### src/hdl/vga_regs_pkg.sv
// ==============================
// VGA register block package
// Bus request, display settings and palette types, raster timing
// ==============================
`default_nettype none

package vga_regs_pkg;

    typedef struct packed {
        logic        access;
        logic        cs;
        logic [19:1] addr;
        logic [15:0] wdata;
        logic [1:0]  bytesel;
        logic        wr_en;
    } vga_bus_req_t;

    // Offsets decoded from address bits [4:1]
    typedef enum logic [3:0] {
        REG_AMCR       = 4'h0,
        REG_DAC_RD_IDX = 4'h3,
        REG_DAC        = 4'h4,
        REG_INDEX      = 4'ha,
        REG_MODE       = 4'hc,
        REG_STATUS     = 4'hd
    } vga_reg_e;

    typedef enum logic [3:0] {
        CRTC_CURSOR_START = 4'ha,
        CRTC_CURSOR_END   = 4'hb,
        CRTC_CURSOR_HI    = 4'he,
        CRTC_CURSOR_LO    = 4'hf
    } crtc_index_e;

    typedef struct packed {
        logic        cursor_enabled;
        logic        graphics_enabled;
        logic [3:0]  background_color;
        logic        bright_colors;
        logic        palette_sel;
        logic [14:0] cursor_pos;
        logic [2:0]  cursor_scan_start;
        logic [2:0]  cursor_scan_end;
        logic        color_256;
    } vga_display_cfg_t;

    typedef struct packed {
        logic [5:0] red;
        logic [5:0] green;
        logic [5:0] blue;
    } dac_entry_t;

    localparam logic [7:0] AMCR_256_COLOR = 8'h41;
    localparam int DAC_ENTRIES = 256;

    // Shortened raster, 40 clocks by 12 lines
    localparam int H_TOTAL      = 40;
    localparam int H_SYNC_START = 32;
    localparam int H_SYNC_LEN   = 4;
    localparam int V_TOTAL      = 12;
    localparam int V_SYNC_START = 10;
    localparam int V_SYNC_LEN   = 2;

endpackage

`default_nettype wire

### src/hdl/vga_sync_gen.sv
// ==============================
// VGA sync generator
// Short raster hsync and vsync in vga_clk
// ==============================
`timescale 1ns/100ps
`default_nettype none

module vga_sync_gen
    import vga_regs_pkg::*;
(
    input  wire logic vga_clk,
    input  wire logic reset,
    output logic      hsync,
    output logic      vsync
);

    logic [$clog2(H_TOTAL)-1:0] col;
    logic [$clog2(V_TOTAL)-1:0] row;
    logic                       line_end;

    assign line_end = (col == H_TOTAL - 1);

    always_ff @(posedge vga_clk or posedge reset) begin
        if (reset) begin
            col <= '0;
            row <= '0;
        end else begin
            col <= line_end ? '0 : col + 1'b1;
            if (line_end)
                row <= (row == V_TOTAL - 1) ? '0 : row + 1'b1;
        end
    end

    // Registered sync windows
    always_ff @(posedge vga_clk or posedge reset) begin
        if (reset) begin
            hsync <= 1'b0;
            vsync <= 1'b0;
        end else begin
            hsync <= (col >= H_SYNC_START) && (col < H_SYNC_START + H_SYNC_LEN);
            vsync <= (row >= V_SYNC_START) && (row < V_SYNC_START + V_SYNC_LEN);
        end
    end

endmodule

`default_nettype wire

### config.mk
export PLATFORM = sky130hd
export DESIGN_NAME = vga_sync_gen
export DESIGN_NICKNAME = d
export VERILOG_FILES = /design/src/hdl/vga_regs_pkg.sv /design/src/hdl/vga_sync_gen.sv
export SDC_FILE = /design/constraint.sdc
export NUM_CORES = 1
export LEC_CHECK = 0
export BUFFER_PORTS_ARGS = -buffer_cell sky130_fd_sc_hd__buf_2
export CORE_MARGIN = 2
export CORE_UTILIZATION = 35
export CTS_CLUSTER_SIZE = 12
export DETAILED_ROUTE_END_ITERATION = 8
export PLACE_DENSITY_LB_ADDON = 0.08
export SKIP_LAST_GASP = 1
export SLEW_MARGIN = 30
export SYNTH_ARGS = -nofsm -noshare
export SYNTH_HDL_FRONTEND = slang
export SYNTH_SLANG_ARGS = --single-unit
### constraint.sdc
create_clock -name vga_clk -period 1.55 [get_ports vga_clk]
set_clock_uncertainty 0.05 [all_clocks]
set_input_delay 0.3875 -clock vga_clk [delete_from_list [all_inputs] [get_ports vga_clk]]
set_output_delay 0.3875 -clock vga_clk [all_outputs]
set_load 0.02 [all_outputs]
==> Implementation_results.wiki, run 1 <==
{| class="wikitable"
! Metric !! Value
|-
| Fill cell instance count of the final layout || 151
|-
| Share of the synthesized area in the top cell type || 51.2%
|-
| Number of setup buffers added after CTS || 0
|-
| CP startpoint kind || flip-flop
|-
| Cell area power density || 805 mW/mm^2
|-
| Relative area change from synthesis to final layout || 20.0%
|-
| Library cell occupying the most area in the post-synthesis netlist || sky130_fd_sc_hd__dfrtp_1
|-
| Transition at the pin with the smallest max-transition slack || 457 ps
|-
| Post-layout total power || 0.567 mW
|-
| Site Rows || 14
|-
| Detailed-placement wirelength estimate || 715 um
|-
| # setup viols final || 0
|-
| Clock tree sinks || 12
|-
| Number of remaining DRC errors || 0
|-
| Headroom to the max-slew limit || slightly below 70%
|-
| Area of the die || ~0.0020 sq mm
|-
| X dimension of the die || around 45 um
|-
| Top-level I/O count || 4
|-
| Max Fclk || 694 MHz
|-
| Nature of the critical path endpoint || flip-flop
|-
| Wire length of the first global-routing pass || approximately 1600 um
|-
| Standard cell core area || 0.00154 sq mm
|-
| Total number of H-tree levels || 1
|-
| Register-to-register path setup slack || 110 ps
|-
| Pin count of the biggest net entering global routing || 13
|-
| Number of antenna violations at the first check in global routing || 0
|-
| Worst reg2reg path startpoint || col[4]$_DFF_PP0_
|-
| Routability-driven placement congestion ratio || 0.695
|-
| Via count of the first global-routing pass || 386
|-
| Mapped Area || about 590 sq um
|-
| Wire length after detailed routing || 921 um
|-
| First-pass iteration count of the detailed router || 4
|-
| Clock transition at the registers of the reported paths || around 80 ps
|-
| Synthesized netlist cell count || 52
|-
| Average cell area after synthesis || 11.3 sq um
|-
| Register area share after synthesis || 51.2%
|-
| Global router's overall resource usage || ~12%
|-
| CTS root buffer || sky130_fd_sc_hd__clkbuf_4
|-
| TritonCTS clock tree || built
|-
| Data arrival time of the critical path || 1550 ps
|-
| Setup repair after global routing missed its margin || no
|-
| Total overflow reported by the global router || 0
|-
| Distinct cell type count of the synthesized netlist || 22
|-
| Type of the setup path with the least slack || flip-flop to flip-flop
|-
| Hold buffer count at cts || 0
|-
| Peak supply drop || between 0.5 and 0.6 mV
|-
| Initial Utilization || 38.1%
|-
| WL/cell || 11.4 um
|-
| DRT antenna net count || 0
|-
| Minimum clock period after layout || 1440 ps
|-
| Number of gates resized after cts || 0
|-
| Number of nets produced by synthesis || 58
|-
| Clock latency reported for the late side of the worst-skew pair || 270 ps
|-
| Number of antenna cells inserted || 0
|-
| Maximum capacitance violations || 0
|-
| Top cells by area in the synthesized netlist || sky130_fd_sc_hd__dfrtp_1 (51%), sky130_fd_sc_hd__ha_1 (8.5%), sky130_fd_sc_hd__inv_1 (3.8%)
|-
| Reg2Reg Depth || 3
|-
| CTS buffer count || 3
|-
| Count of state elements after synthesis || 12
|-
| Ys Warns || 0
|-
| Layout Nets || about 70
|-
| Post-detailed-route via-to-cell ratio || roughly 4.9
|-
| Number of hold-slack violations in the final timing report || 0
|-
| Run status || completed
|-
| Die Span Y || 44.9 um
|-
| Critical R2R Capture || row[2]$_DFFE_PP0N_
|-
| Leakage power summed over all cells || 0.367 nW
|-
| Vias post-DR || slightly below 400
|-
| Endpoint required time on the critical path || 1660 ps
|-
| Final count of pins violating max slew || 0
|-
| Initial DRC Count || 11
|-
| Largest fanout of any net on the critical path || 4
|-
| Ratio of final minimum period to clock period || 93.0%
|-
| Hold crit path type || input pin to async pin
|-
| Share of final-layout standard cells stronger than drive strength 1 || 29.2%
|-
| Number of buffers on the longest clock path || 2
|-
| Total negative slack for setup checks || 0 ps
|-
| Total of buffers placed on input and output ports || 3
|}
[logic make-up (layout without fill, tap and decap cells)]
kind of cell               count (synthesis)  after routing  synth area share [%]
DFF                                       12             12                  51.2
xor gates and xnor gates                   3              3                  4.48
muxes                                      2              2                  3.84
buffers and inverters                      7             20                  5.76
AOI/OAI and AO/OA                          8              8                  10.2
adders and majority gates                  4              4                  8.53
and+or+nand+nor                           16             16                  16.0
[sequential cells by signal, summed over array words and instances (netlist names)]
name	cells
hsync	1
vsync	1
col	6
row	4
[per-stage QoR]
step                      util [%]  cell area, sq um  setup slack [ps]  hold slack (ps)  instances
after floorplan                  -               587              54.8              202         52
after global placement        43.0               663              57.0              358         77
after detailed placement      43.0               663              24.2              369         77
after CTS                     45.4               699              12.2             74.1         81
after global routing          45.7               704              59.1             93.7         81
final                         45.7               704               109             62.6         81
[power by group]
group	leakage (nW)	switching, mW	internal, mW
logic	0.193	0.00609	0.00103
clock network	0.0210	0.105	0.143
registers	0.153	0	0.313
total	0.367	0.111	0.456
[how the worst max path moves through the flow]
stage                     startpoint                  to  slack, ps  depth (start not counted)
detailed placement  col[4]$_DFF_PP0_  row[2]$_DFFE_PP0N_         20                          3
global placement    col[4]$_DFF_PP0_  row[2]$_DFFE_PP0N_         60                          3
CTS                 col[4]$_DFF_PP0_  row[2]$_DFFE_PP0N_         10                          3
global route        col[4]$_DFF_PP0_  row[2]$_DFFE_PP0N_         60                          3
floorplan           col[4]$_DFF_PP0_  row[2]$_DFFE_PP0N_         50                          4
finish              col[4]$_DFF_PP0_  row[2]$_DFFE_PP0N_        110                          3
[cells in the mapped netlist]
cell,number
sky130_fd_sc_hd__a21oi_1,1
sky130_fd_sc_hd__a31oi_1,1
sky130_fd_sc_hd__buf_6,1
sky130_fd_sc_hd__dfrtp_1,12
sky130_fd_sc_hd__ha_1,4
sky130_fd_sc_hd__inv_1,6
sky130_fd_sc_hd__mux2_1,2
sky130_fd_sc_hd__nand2_1,3
sky130_fd_sc_hd__nand3_1,3
sky130_fd_sc_hd__nor2_1,5
sky130_fd_sc_hd__nor2_4,1
sky130_fd_sc_hd__nor3_4,1
sky130_fd_sc_hd__o211a_1,1
sky130_fd_sc_hd__o21ai_0,1
sky130_fd_sc_hd__o21ai_1,1
sky130_fd_sc_hd__o311ai_1,1
sky130_fd_sc_hd__o31ai_1,1
sky130_fd_sc_hd__o31ai_2,1
sky130_fd_sc_hd__or3_1,2
sky130_fd_sc_hd__or3b_1,1
sky130_fd_sc_hd__xnor2_1,1
sky130_fd_sc_hd__xor2_1,2
[per-layer routing]
layer	global-route usage, %	wire (um)	vias to the layer above
met1	15.5	474	185
met2	16.6	402	6
met5	0	0	-
met3	4.80	44	0
li1	-	-	203
met4	7.65	0	0
[placed cells by master (no fill, tap or decap), types with 3 or more instances in the layout]
master / instances
sky130_fd_sc_hd__nor2_1: 5
sky130_fd_sc_hd__inv_1: 6
sky130_fd_sc_hd__ha_1: 4
sky130_fd_sc_hd__clkbuf_4: 3
sky130_fd_sc_hd__buf_2: 3
sky130_fd_sc_hd__dfrtp_1: 12
sky130_fd_sc_hd__buf_4: 7
sky130_fd_sc_hd__nand3_1: 3
[critical path, stage by stage (launching register included)]
cell,delay [ps]
sky130_fd_sc_hd__dfrtp_1,380
sky130_fd_sc_hd__or3b_4,450
sky130_fd_sc_hd__nor3_4,120
sky130_fd_sc_hd__mux2_1,330
[cell type report]
class                      count  area [sq um]  share of cell area, %
multi-input combinational     33           258                   36.6
clock buffer                   4          36.3                   5.15
sequential                    12           300                   42.6
tap                           16          20.0                   2.84
timing repair buffer          10          67.6                   9.59
inverter                       6          22.5                   3.20
(Power assumes the default switching activity.)
==> inputs of run 2 (changes only) <==
--- a/config.mk
+++ b/config.mk
@@ -11,6 +11,7 @@
 export CTS_CLUSTER_SIZE = 12
 export DETAILED_ROUTE_END_ITERATION = 8
 export PLACE_DENSITY_LB_ADDON = 0.08
+export SETUP_SLACK_MARGIN = 0.3
 export SKIP_LAST_GASP = 1
 export SLEW_MARGIN = 30
 export SYNTH_ARGS = -nofsm -noshare
==> Implementation_results.wiki, run 2 (synthesis gave the netlist of run 1 again) <==
{| class="wikitable"
! Metric !! Value
|-
| Initial DRC Count || 3 (was 11)
|-
| TritonCTS clock tree || built (unchanged)
|-
| Detailed-placement wirelength estimate || 750 um (was 715 um)
|-
| Final count of pins violating max slew || 0 (unchanged)
|-
| Relative area change from synthesis to final layout || 28.1% (was 20.0%)
|-
| Max Fclk || 695 MHz (was 694 MHz)
|-
| Total number of H-tree levels || 1 (unchanged)
|-
| X dimension of the die || 44.9 um (unchanged)
|-
| Endpoint required time on the critical path || 1660 ps (about the same)
|-
| Vias post-DR || 411 (was 394)
|-
| Setup repair after global routing missed its margin || yes (was no)
|-
| Reg2Reg Depth || 3 (unchanged)
|-
| Worst reg2reg path startpoint || col[4]$_DFF_PP0_ (unchanged)
|-
| Routability-driven placement congestion ratio || 0.816 (was 0.695)
|-
| Internal Power || 0.456 mW (about the same)
|-
| Run status || completed (unchanged)
|-
| Site Rows || 14 (unchanged)
|-
| CTS buffer count || 3 (unchanged)
|-
| Type of the setup path with the least slack || flip-flop to flip-flop (unchanged)
|-
| Leakage power summed over all cells || 0.398 nW (was 0.367 nW)
|-
| # setup viols final || 0 (unchanged)
|-
| Cell area power density || 756 mW/mm^2 (was 805 mW/mm^2)
|-
| Delay-heaviest family, CP || simple AND/OR/NAND/NOR gates (unchanged)
|-
| DRT antenna net count || 0 (unchanged)
|-
| WL/cell || 12.4 um (was 11.4 um)
|-
| Largest fanout of any net on the critical path || 4 (unchanged)
|-
| Area of all placed cells without fillers || 752 sq um (was 704 sq um)
|-
| Portion of total power attributed to the clock network || 43.7% (was 43.6%)
|-
| CTS root buffer || sky130_fd_sc_hd__clkbuf_4 (unchanged)
|-
| Clock transition at the registers of the reported paths || 80 ps (about the same)
|-
| Master of the slowest instance on the critical path || sky130_fd_sc_hd__or3b_4 (unchanged)
|-
| Number of hold-slack violations in the final timing report || 0 (unchanged)
|-
| Number of buffers on the longest clock path || 2 (unchanged)
|-
| Slowest stage delay, CP || 450 ps (about the same)
|-
| Post-detailed-route via-to-cell ratio || 5.01 (was 4.86)
|-
| Transition at the pin with the smallest max-transition slack || 455 ps (was 457 ps)
|-
| Total of buffers placed on input and output ports || 3 (unchanged)
|-
| Cell-by-cell trace of the critical path || or3b_4 -> nor3_4 -> mux2_4 (was or3b_4 -> nor3_4 -> mux2_1)
|-
| Nature of the critical path endpoint || flip-flop (unchanged)
|-
| Total negative slack for setup checks || 0 ps (unchanged)
|-
| Leading registers by flop count || col (6), row (4) (unchanged)
|-
| Wire length after detailed routing || 1020 um (was 921 um)
|-
| Crit path setup slack, layout || 110 ps (was 109 ps)
|-
| Number of buffers and inverters on the critical path || 0 (unchanged)
|-
| Register-to-register path setup slack || 110 ps (about the same)
|-
| Die Span Y || 44.9 um (unchanged)
|-
| Top-level I/O count || 4 (unchanged)
|-
| Share of final-layout standard cells stronger than drive strength 1 || 37.9% (was 29.2%)
|-
| Share of total power in sequential cells || 55.0% (was 55.1%)
|-
| Data arrival time of the critical path || 1550 ps (about the same)
|-
| Headroom to the max-slew limit || 69.6% (was 69.5%)
|-
| Maximum capacitance violations || 0 (unchanged)
|-
| Minimum clock period after layout || 1440 ps (about the same)
|-
| Area of the die || 0.00202 sq mm (unchanged)
|-
| Number of antenna cells inserted || 0 (unchanged)
|-
| First element of the critical path || col[4]$_DFF_PP0_ (unchanged)
|-
| Most frequent standard cell in the layout excluding fill and tap cells || sky130_fd_sc_hd__dfrtp_1 (unchanged)
|-
| Via count of the first global-routing pass || 407 (was 386)
|-
| Commonest non-fill, non-tap cells in the layout || sky130_fd_sc_hd__dfrtp_1 (12), sky130_fd_sc_hd__inv_1 (6), sky130_fd_sc_hd__buf_4 (6) (was sky130_fd_sc_hd__dfrtp_1 (12), sky130_fd_sc_hd__buf_4 (7), sky130_fd_sc_hd__inv_1 (6))
|-
| Initial Utilization || 38.1% (unchanged)
|-
| Standard cell core area || 0.00154 sq mm (unchanged)
|-
| Wire length of the first global-routing pass || 1730 um (was 1640 um)
|-
| Switching Fraction || 19.7% (was 19.5%)
|-
| Post-placement cell area || 659 sq um (was 663 sq um)
|-
| Ratio of final minimum period to clock period || 92.9% (was 93.0%)
|-
| Critical R2R Capture || row[2]$_DFFE_PP0N_ (unchanged)
|-
| Layout Nets || 73 (was 72)
|-
| Clock latency reported for the late side of the worst-skew pair || 270 ps (about the same)
|-
| Proportion of power drawn by combinational gates || 1.3% (about the same)
|-
| Register ranked first by flip-flop count || col (unchanged)
|-
| Clock tree sinks || 12 (unchanged)
|-
| Number of remaining DRC errors || 0 (unchanged)
|-
| Post-Place Setup Slack || 29.7 ps (was 24.2 ps)
|-
| First-pass iteration count of the detailed router || 2 (was 4)
|-
| Pin count of the biggest net entering global routing || 13 (unchanged)
|-
| Net Sw Power || 0.112 mW (was 0.111 mW)
|-
| Total overflow reported by the global router || 0 (unchanged)
|-
| Hold crit path type || input pin to async pin (unchanged)
|-
| Number of antenna violations at the first check in global routing || 0 (unchanged)
|-
| Peak supply drop || 0.349 mV (was 0.502 mV)
|-
| Post-layout total power || 0.568 mW (was 0.567 mW)
|-
| CP startpoint kind || flip-flop (unchanged)
|-
| Max reg flops || 6 (unchanged)
|-
| Hold buffer count at cts || 0 (unchanged)
|-
| Global router's overall resource usage || 12.5% (was 12.0%)
|}
==> run 2: cell count changes in the layout (fill, tap and decap cells not counted) <==
cell,change
sky130_fd_sc_hd__nor2_1,-1
sky130_fd_sc_hd__o311ai_1,-1
sky130_fd_sc_hd__buf_6,+3
sky130_fd_sc_hd__buf_4,-1
sky130_fd_sc_hd__a21oi_1,-1
sky130_fd_sc_hd__mux2_1,-2
sky130_fd_sc_hd__nand2_4,+1
sky130_fd_sc_hd__nor2_2,+1
sky130_fd_sc_hd__a21oi_2,+1
sky130_fd_sc_hd__buf_2,-1
sky130_fd_sc_hd__nand2_2,-1
sky130_fd_sc_hd__mux2_4,+2
sky130_fd_sc_hd__o311ai_2,+1
==> run 2: per-layer routing <==
layer  track usage, %  wire, um
met1             14.4       437
met2             19.7       526
met3             2.80        31
met4             10.0        23
met5                0         0
==> run 2: power groups by stage <==
| stage | Clock [mW] | Combinational (mW) | Sequential [mW] |
|---|---|---|---|
| floorplan | 0 | 0.00478 | 0.319 |
| global placement | 0 | 0.00734 | 0.319 |
| detailed placement | 0 | 0.00777 | 0.319 |
| CTS | 0.255 | 0.00779 | 0.313 |
| global route | 0.272 | 0.00911 | 0.313 |
| finish | 0.249 | 0.00713 | 0.313 |
==> run 2: stage by stage <==
| stage | hold WS [ps] | utilization (%) | instances |
|---|---|---|---|
| 6_report | 57.3 | 48.8 | 82 |
| 5_1_grt | 102 | 48.8 | 82 |
| 4_1_cts | 74.3 | 46.7 | 81 |
| 3_5_place_dp | 371 | 42.8 | 76 |
| 3_3_place_gp | 356 | 42.8 | 76 |
| 2_1_floorplan | 202 | - | 52 |
==> run 2: worst max-delay path by stage <==
stage | depth (start not counted) | endpoint | slack [ps]
4_1_cts | 3 | row[2]$_DFFE_PP0N_ | 120
3_3_place_gp | 3 | row[2]$_DFFE_PP0N_ | 70
6_report | 3 | row[2]$_DFFE_PP0N_ | 110
5_1_grt | 3 | row[2]$_DFFE_PP0N_ | 70
3_5_place_dp | 3 | row[2]$_DFFE_PP0N_ | 30
2_1_floorplan | 4 | row[2]$_DFFE_PP0N_ | 50
==> run 2: area by class of cell <==
cell class	count	area, sq um
clock buffers	4	36.3
fillers	140	790
inverters	6	22.5
multi-input cells	33	284
flip-flops and latches	12	300
well taps	16	20.0
repair buffers	11	88.8
==> run 2: what timing repair did <==
action,in CTS,in global routing
endpoints found under the hold margin,0,0
setup endpoints to repair,8,8
pin swaps,1,1
gates resized for setup,4,7
setup buffers,1,1
==> inputs of run 3 (changes only) <==
--- a/config.mk
+++ b/config.mk
@@ -10,7 +10,6 @@
 export CORE_UTILIZATION = 35
 export CTS_CLUSTER_SIZE = 12
 export DETAILED_ROUTE_END_ITERATION = 8
-export PLACE_DENSITY_LB_ADDON = 0.08
 export SETUP_SLACK_MARGIN = 0.3
 export SKIP_LAST_GASP = 1
 export SLEW_MARGIN = 30
==> Implementation_results.wiki, run 3 (synthesis gave the netlist of run 1 again) <==
{| class="wikitable"
! Metric !! Value
|-
| Hold buffer count at cts || 0 (unchanged)
|-
| Post-Route Hold Slack || 66.7 ps (was 57.3 ps)
|-
| Multi-input combinational cell area || 272 sq um (was 284 sq um)
|-
| # setup viols final || 0 (unchanged)
|-
| Slowest stage delay, CP || 450 ps (about the same)
|-
| Clock latency reported for the late side of the worst-skew pair || 270 ps (about the same)
|-
| Delay-heaviest family, CP || simple AND/OR/NAND/NOR gates (unchanged)
|-
| Standard cell core area || 0.00154 sq mm (unchanged)
|-
| Transition at the pin with the smallest max-transition slack || 459 ps (was 455 ps)
|-
| Number of buffers on the longest clock path || 2 (unchanged)
|-
| Initial Utilization || 38.1% (unchanged)
|-
| Initial DRC Count || 0 (was 3)
|-
| Inst Count DP || 77 (was 76)
|-
| Cell-by-cell trace of the critical path || or3b_4 -> nor3_4 -> mux2_4 (unchanged)
|-
| Global router's overall resource usage || 13.2% (was 12.5%)
|-
| Cell depth of the worst setup path || 3 (unchanged)
|-
| First-pass iteration count of the detailed router || 1 (was 2)
|-
| Peak supply drop || 0.348 mV (was 0.349 mV)
|-
| Top-level I/O count || 4 (unchanged)
|-
| Leakage power summed over all cells || 0.384 nW (was 0.398 nW)
|-
| Layout Nets || 75 (was 73)
|-
| Max reg flops || 6 (unchanged)
|-
| CTS buffer count || 3 (unchanged)
|-
| Run status || completed (unchanged)
|-
| Total of buffers placed on input and output ports || 3 (unchanged)
|-
| Wire length after detailed routing || 946 um (was 1020 um)
|-
| Final count of pins violating max slew || 0 (unchanged)
|-
| CP startpoint kind || flip-flop (unchanged)
|-
| Number of remaining DRC errors || 0 (unchanged)
|-
| Commonest non-fill, non-tap cells in the layout || sky130_fd_sc_hd__dfrtp_1 (12), sky130_fd_sc_hd__buf_4 (8), sky130_fd_sc_hd__inv_1 (6) (was sky130_fd_sc_hd__dfrtp_1 (12), sky130_fd_sc_hd__inv_1 (6), sky130_fd_sc_hd__buf_4 (6))
|-
| Setup repair after global routing missed its margin || yes (unchanged)
|-
| Detailed-placement wirelength estimate || 704 um (was 750 um)
|-
| DRT antenna net count || 0 (unchanged)
|-
| Routability-driven placement congestion ratio || 0.738 (was 0.816)
|-
| WL/cell || 11.4 um (was 12.4 um)
|-
| CTS root buffer || sky130_fd_sc_hd__clkbuf_4 (unchanged)
|-
| Reg2Reg Depth || 3 (unchanged)
|-
| Register ranked first by flip-flop count || col (unchanged)
|-
| Number of antenna violations at the first check in global routing || 0 (unchanged)
|-
| Cell area power density || 678 mW/mm^2 (was 756 mW/mm^2)
|-
| Type of the setup path with the least slack || flip-flop to flip-flop (unchanged)
|-
| Site Rows || 14 (unchanged)
|-
| Leading registers by flop count || col (6), row (4) (unchanged)
|-
| Data arrival time of the critical path || 1550 ps (about the same)
|-
| Minimum clock period after layout || 1440 ps (about the same)
|-
| Endpoint required time on the critical path || 1660 ps (about the same)
|-
| Area occupied by registers || 300 sq um (unchanged)
|-
| Ratio of final minimum period to clock period || 93.0% (was 92.9%)
|-
| Number of antenna cells inserted || 0 (unchanged)
|-
| Vias post-DR || 405 (was 411)
|-
| Register-to-register path setup slack || 110 ps (about the same)
|-
| Area of the die || 0.00202 sq mm (unchanged)
|-
| Hold crit path type || input pin to async pin (unchanged)
|-
| Nature of the critical path endpoint || flip-flop (unchanged)
|-
| Clock tree sinks || 12 (unchanged)
|-
| Maximum capacitance violations || 0 (unchanged)
|-
| Number of buffers and inverters on the critical path || 0 (unchanged)
|-
| Headroom to the max-slew limit || 69.4% (was 69.6%)
|-
| X dimension of the die || 44.9 um (unchanged)
|-
| Share of final-layout standard cells stronger than drive strength 1 || 37.3% (was 37.9%)
|-
| Fill cell instance count of the final layout || 148 (was 140)
|-
| Master of the slowest instance on the critical path || sky130_fd_sc_hd__or3b_4 (unchanged)
|-
| Die Span Y || 44.9 um (unchanged)
|-
| Relative area change from synthesis to final layout || 27.3% (was 28.1%)
|-
| Post-route insts no fill || 83 (was 82)
|-
| Most frequent standard cell in the layout excluding fill and tap cells || sky130_fd_sc_hd__dfrtp_1 (unchanged)
|-
| Pin count of the biggest net entering global routing || 13 (unchanged)
|-
| Total negative slack for setup checks || 0 ps (unchanged)
|-
| Clock transition at the registers of the reported paths || 70 ps (was 80 ps)
|-
| Wire length of the first global-routing pass || 1840 um (was 1730 um)
|-
| Post-detailed-route via-to-cell ratio || 4.88 (was 5.01)
|-
| Total overflow reported by the global router || 0 (unchanged)
|-
| Max Fclk || 694 MHz (was 695 MHz)
|-
| Largest fanout of any net on the critical path || 5 (was 4)
|-
| Number of hold-slack violations in the final timing report || 0 (unchanged)
|-
| Total number of H-tree levels || 1 (unchanged)
|-
| TritonCTS clock tree || built (unchanged)
|-
| Via count of the first global-routing pass || 428 (was 407)
|}
run 3: cell count changes in the layout (fill, tap and decap cells not counted):
cell,previous run,this run
sky130_fd_sc_hd__buf_2,2,1
sky130_fd_sc_hd__buf_6,3,4
sky130_fd_sc_hd__nand2_2,0,1
sky130_fd_sc_hd__nand2_4,1,0
sky130_fd_sc_hd__o311ai_1,0,1
sky130_fd_sc_hd__clkbuf_8,1,0
sky130_fd_sc_hd__buf_4,6,8
sky130_fd_sc_hd__o311ai_2,1,0
run 3: final timing paths:
check,start,to
hold reg to reg,col[0]$_DFF_PP0_,col[0]$_DFF_PP0_
setup reg to reg,col[3]$_DFF_PP0_,row[2]$_DFFE_PP0N_
min in group vga_clk,col[0]$_DFF_PP0_,col[0]$_DFF_PP0_
hold / removal,reset,row[3]$_DFFE_PP0N_
max in group asynchronous,reset,col[2]$_DFF_PP0_
setup / recovery,col[3]$_DFF_PP0_,row[2]$_DFFE_PP0N_
run 3: cell type report:
| type | count | area share [%] |
|---|---|---|
| Sequential cell | 12 | 40.2 |
| Multi-Input combinational cell | 33 | 36.3 |
| Timing Repair Buffer | 13 | 14.7 |
| Clock buffer | 3 | 3.02 |
| Inverter | 6 | 3.02 |
| Tap cell | 16 | 2.68 |
run 3: layer usage:
| layer | wire [um] | up-vias | track usage, % |
|---|---|---|---|
| met5 | 0 | - | 0 |
| met4 | 0 | 0 | 5.29 |
| met3 | 42 | 0 | 7.20 |
| met2 | 464 | 6 | 21.4 |
| met1 | 440 | 193 | 14.4 |
| li1 | - | 206 | - |
run 3: through the flow:
step | total power, mW | cell area, sq um | utilization [%] | setup slack, ps
after floorplan | 0.324 | 591 | - | 54.9
after CTS | 0.519 | 713 | 46.3 | 108
after detailed placement | 0.327 | 667 | 43.3 | 2.83
after global placement | 0.327 | 667 | 43.3 | 40.1
after global routing | 0.532 | 747 | 48.5 | 57.8
final | 0.507 | 747 | 48.5 | 108
run 3: worst reg2reg max path: stages, from the launching register on:
cell,delay (ps)
sky130_fd_sc_hd__dfrtp_1,380
sky130_fd_sc_hd__or3b_4,450
sky130_fd_sc_hd__nor3_4,140
sky130_fd_sc_hd__mux2_4,310
run 3: repair_timing:
item / CTS / global route
pin swaps: 3 / 1
resized for setup: 3 / 8
endpoints found under the hold margin: 0 / 0
cloned: 0 / 0
buffers inserted: 2 / 1
setup endpoints to repair: 7 / 9
run 3: power breakdown:
part           switching (mW)  total [mW]  leakage [nW]  internal [mW]
combinational         0.00620     0.00725         0.217        0.00104
sequential                  0       0.313         0.153          0.313
clock                  0.0967       0.187        0.0138         0.0899
total                   0.103       0.507         0.384          0.404
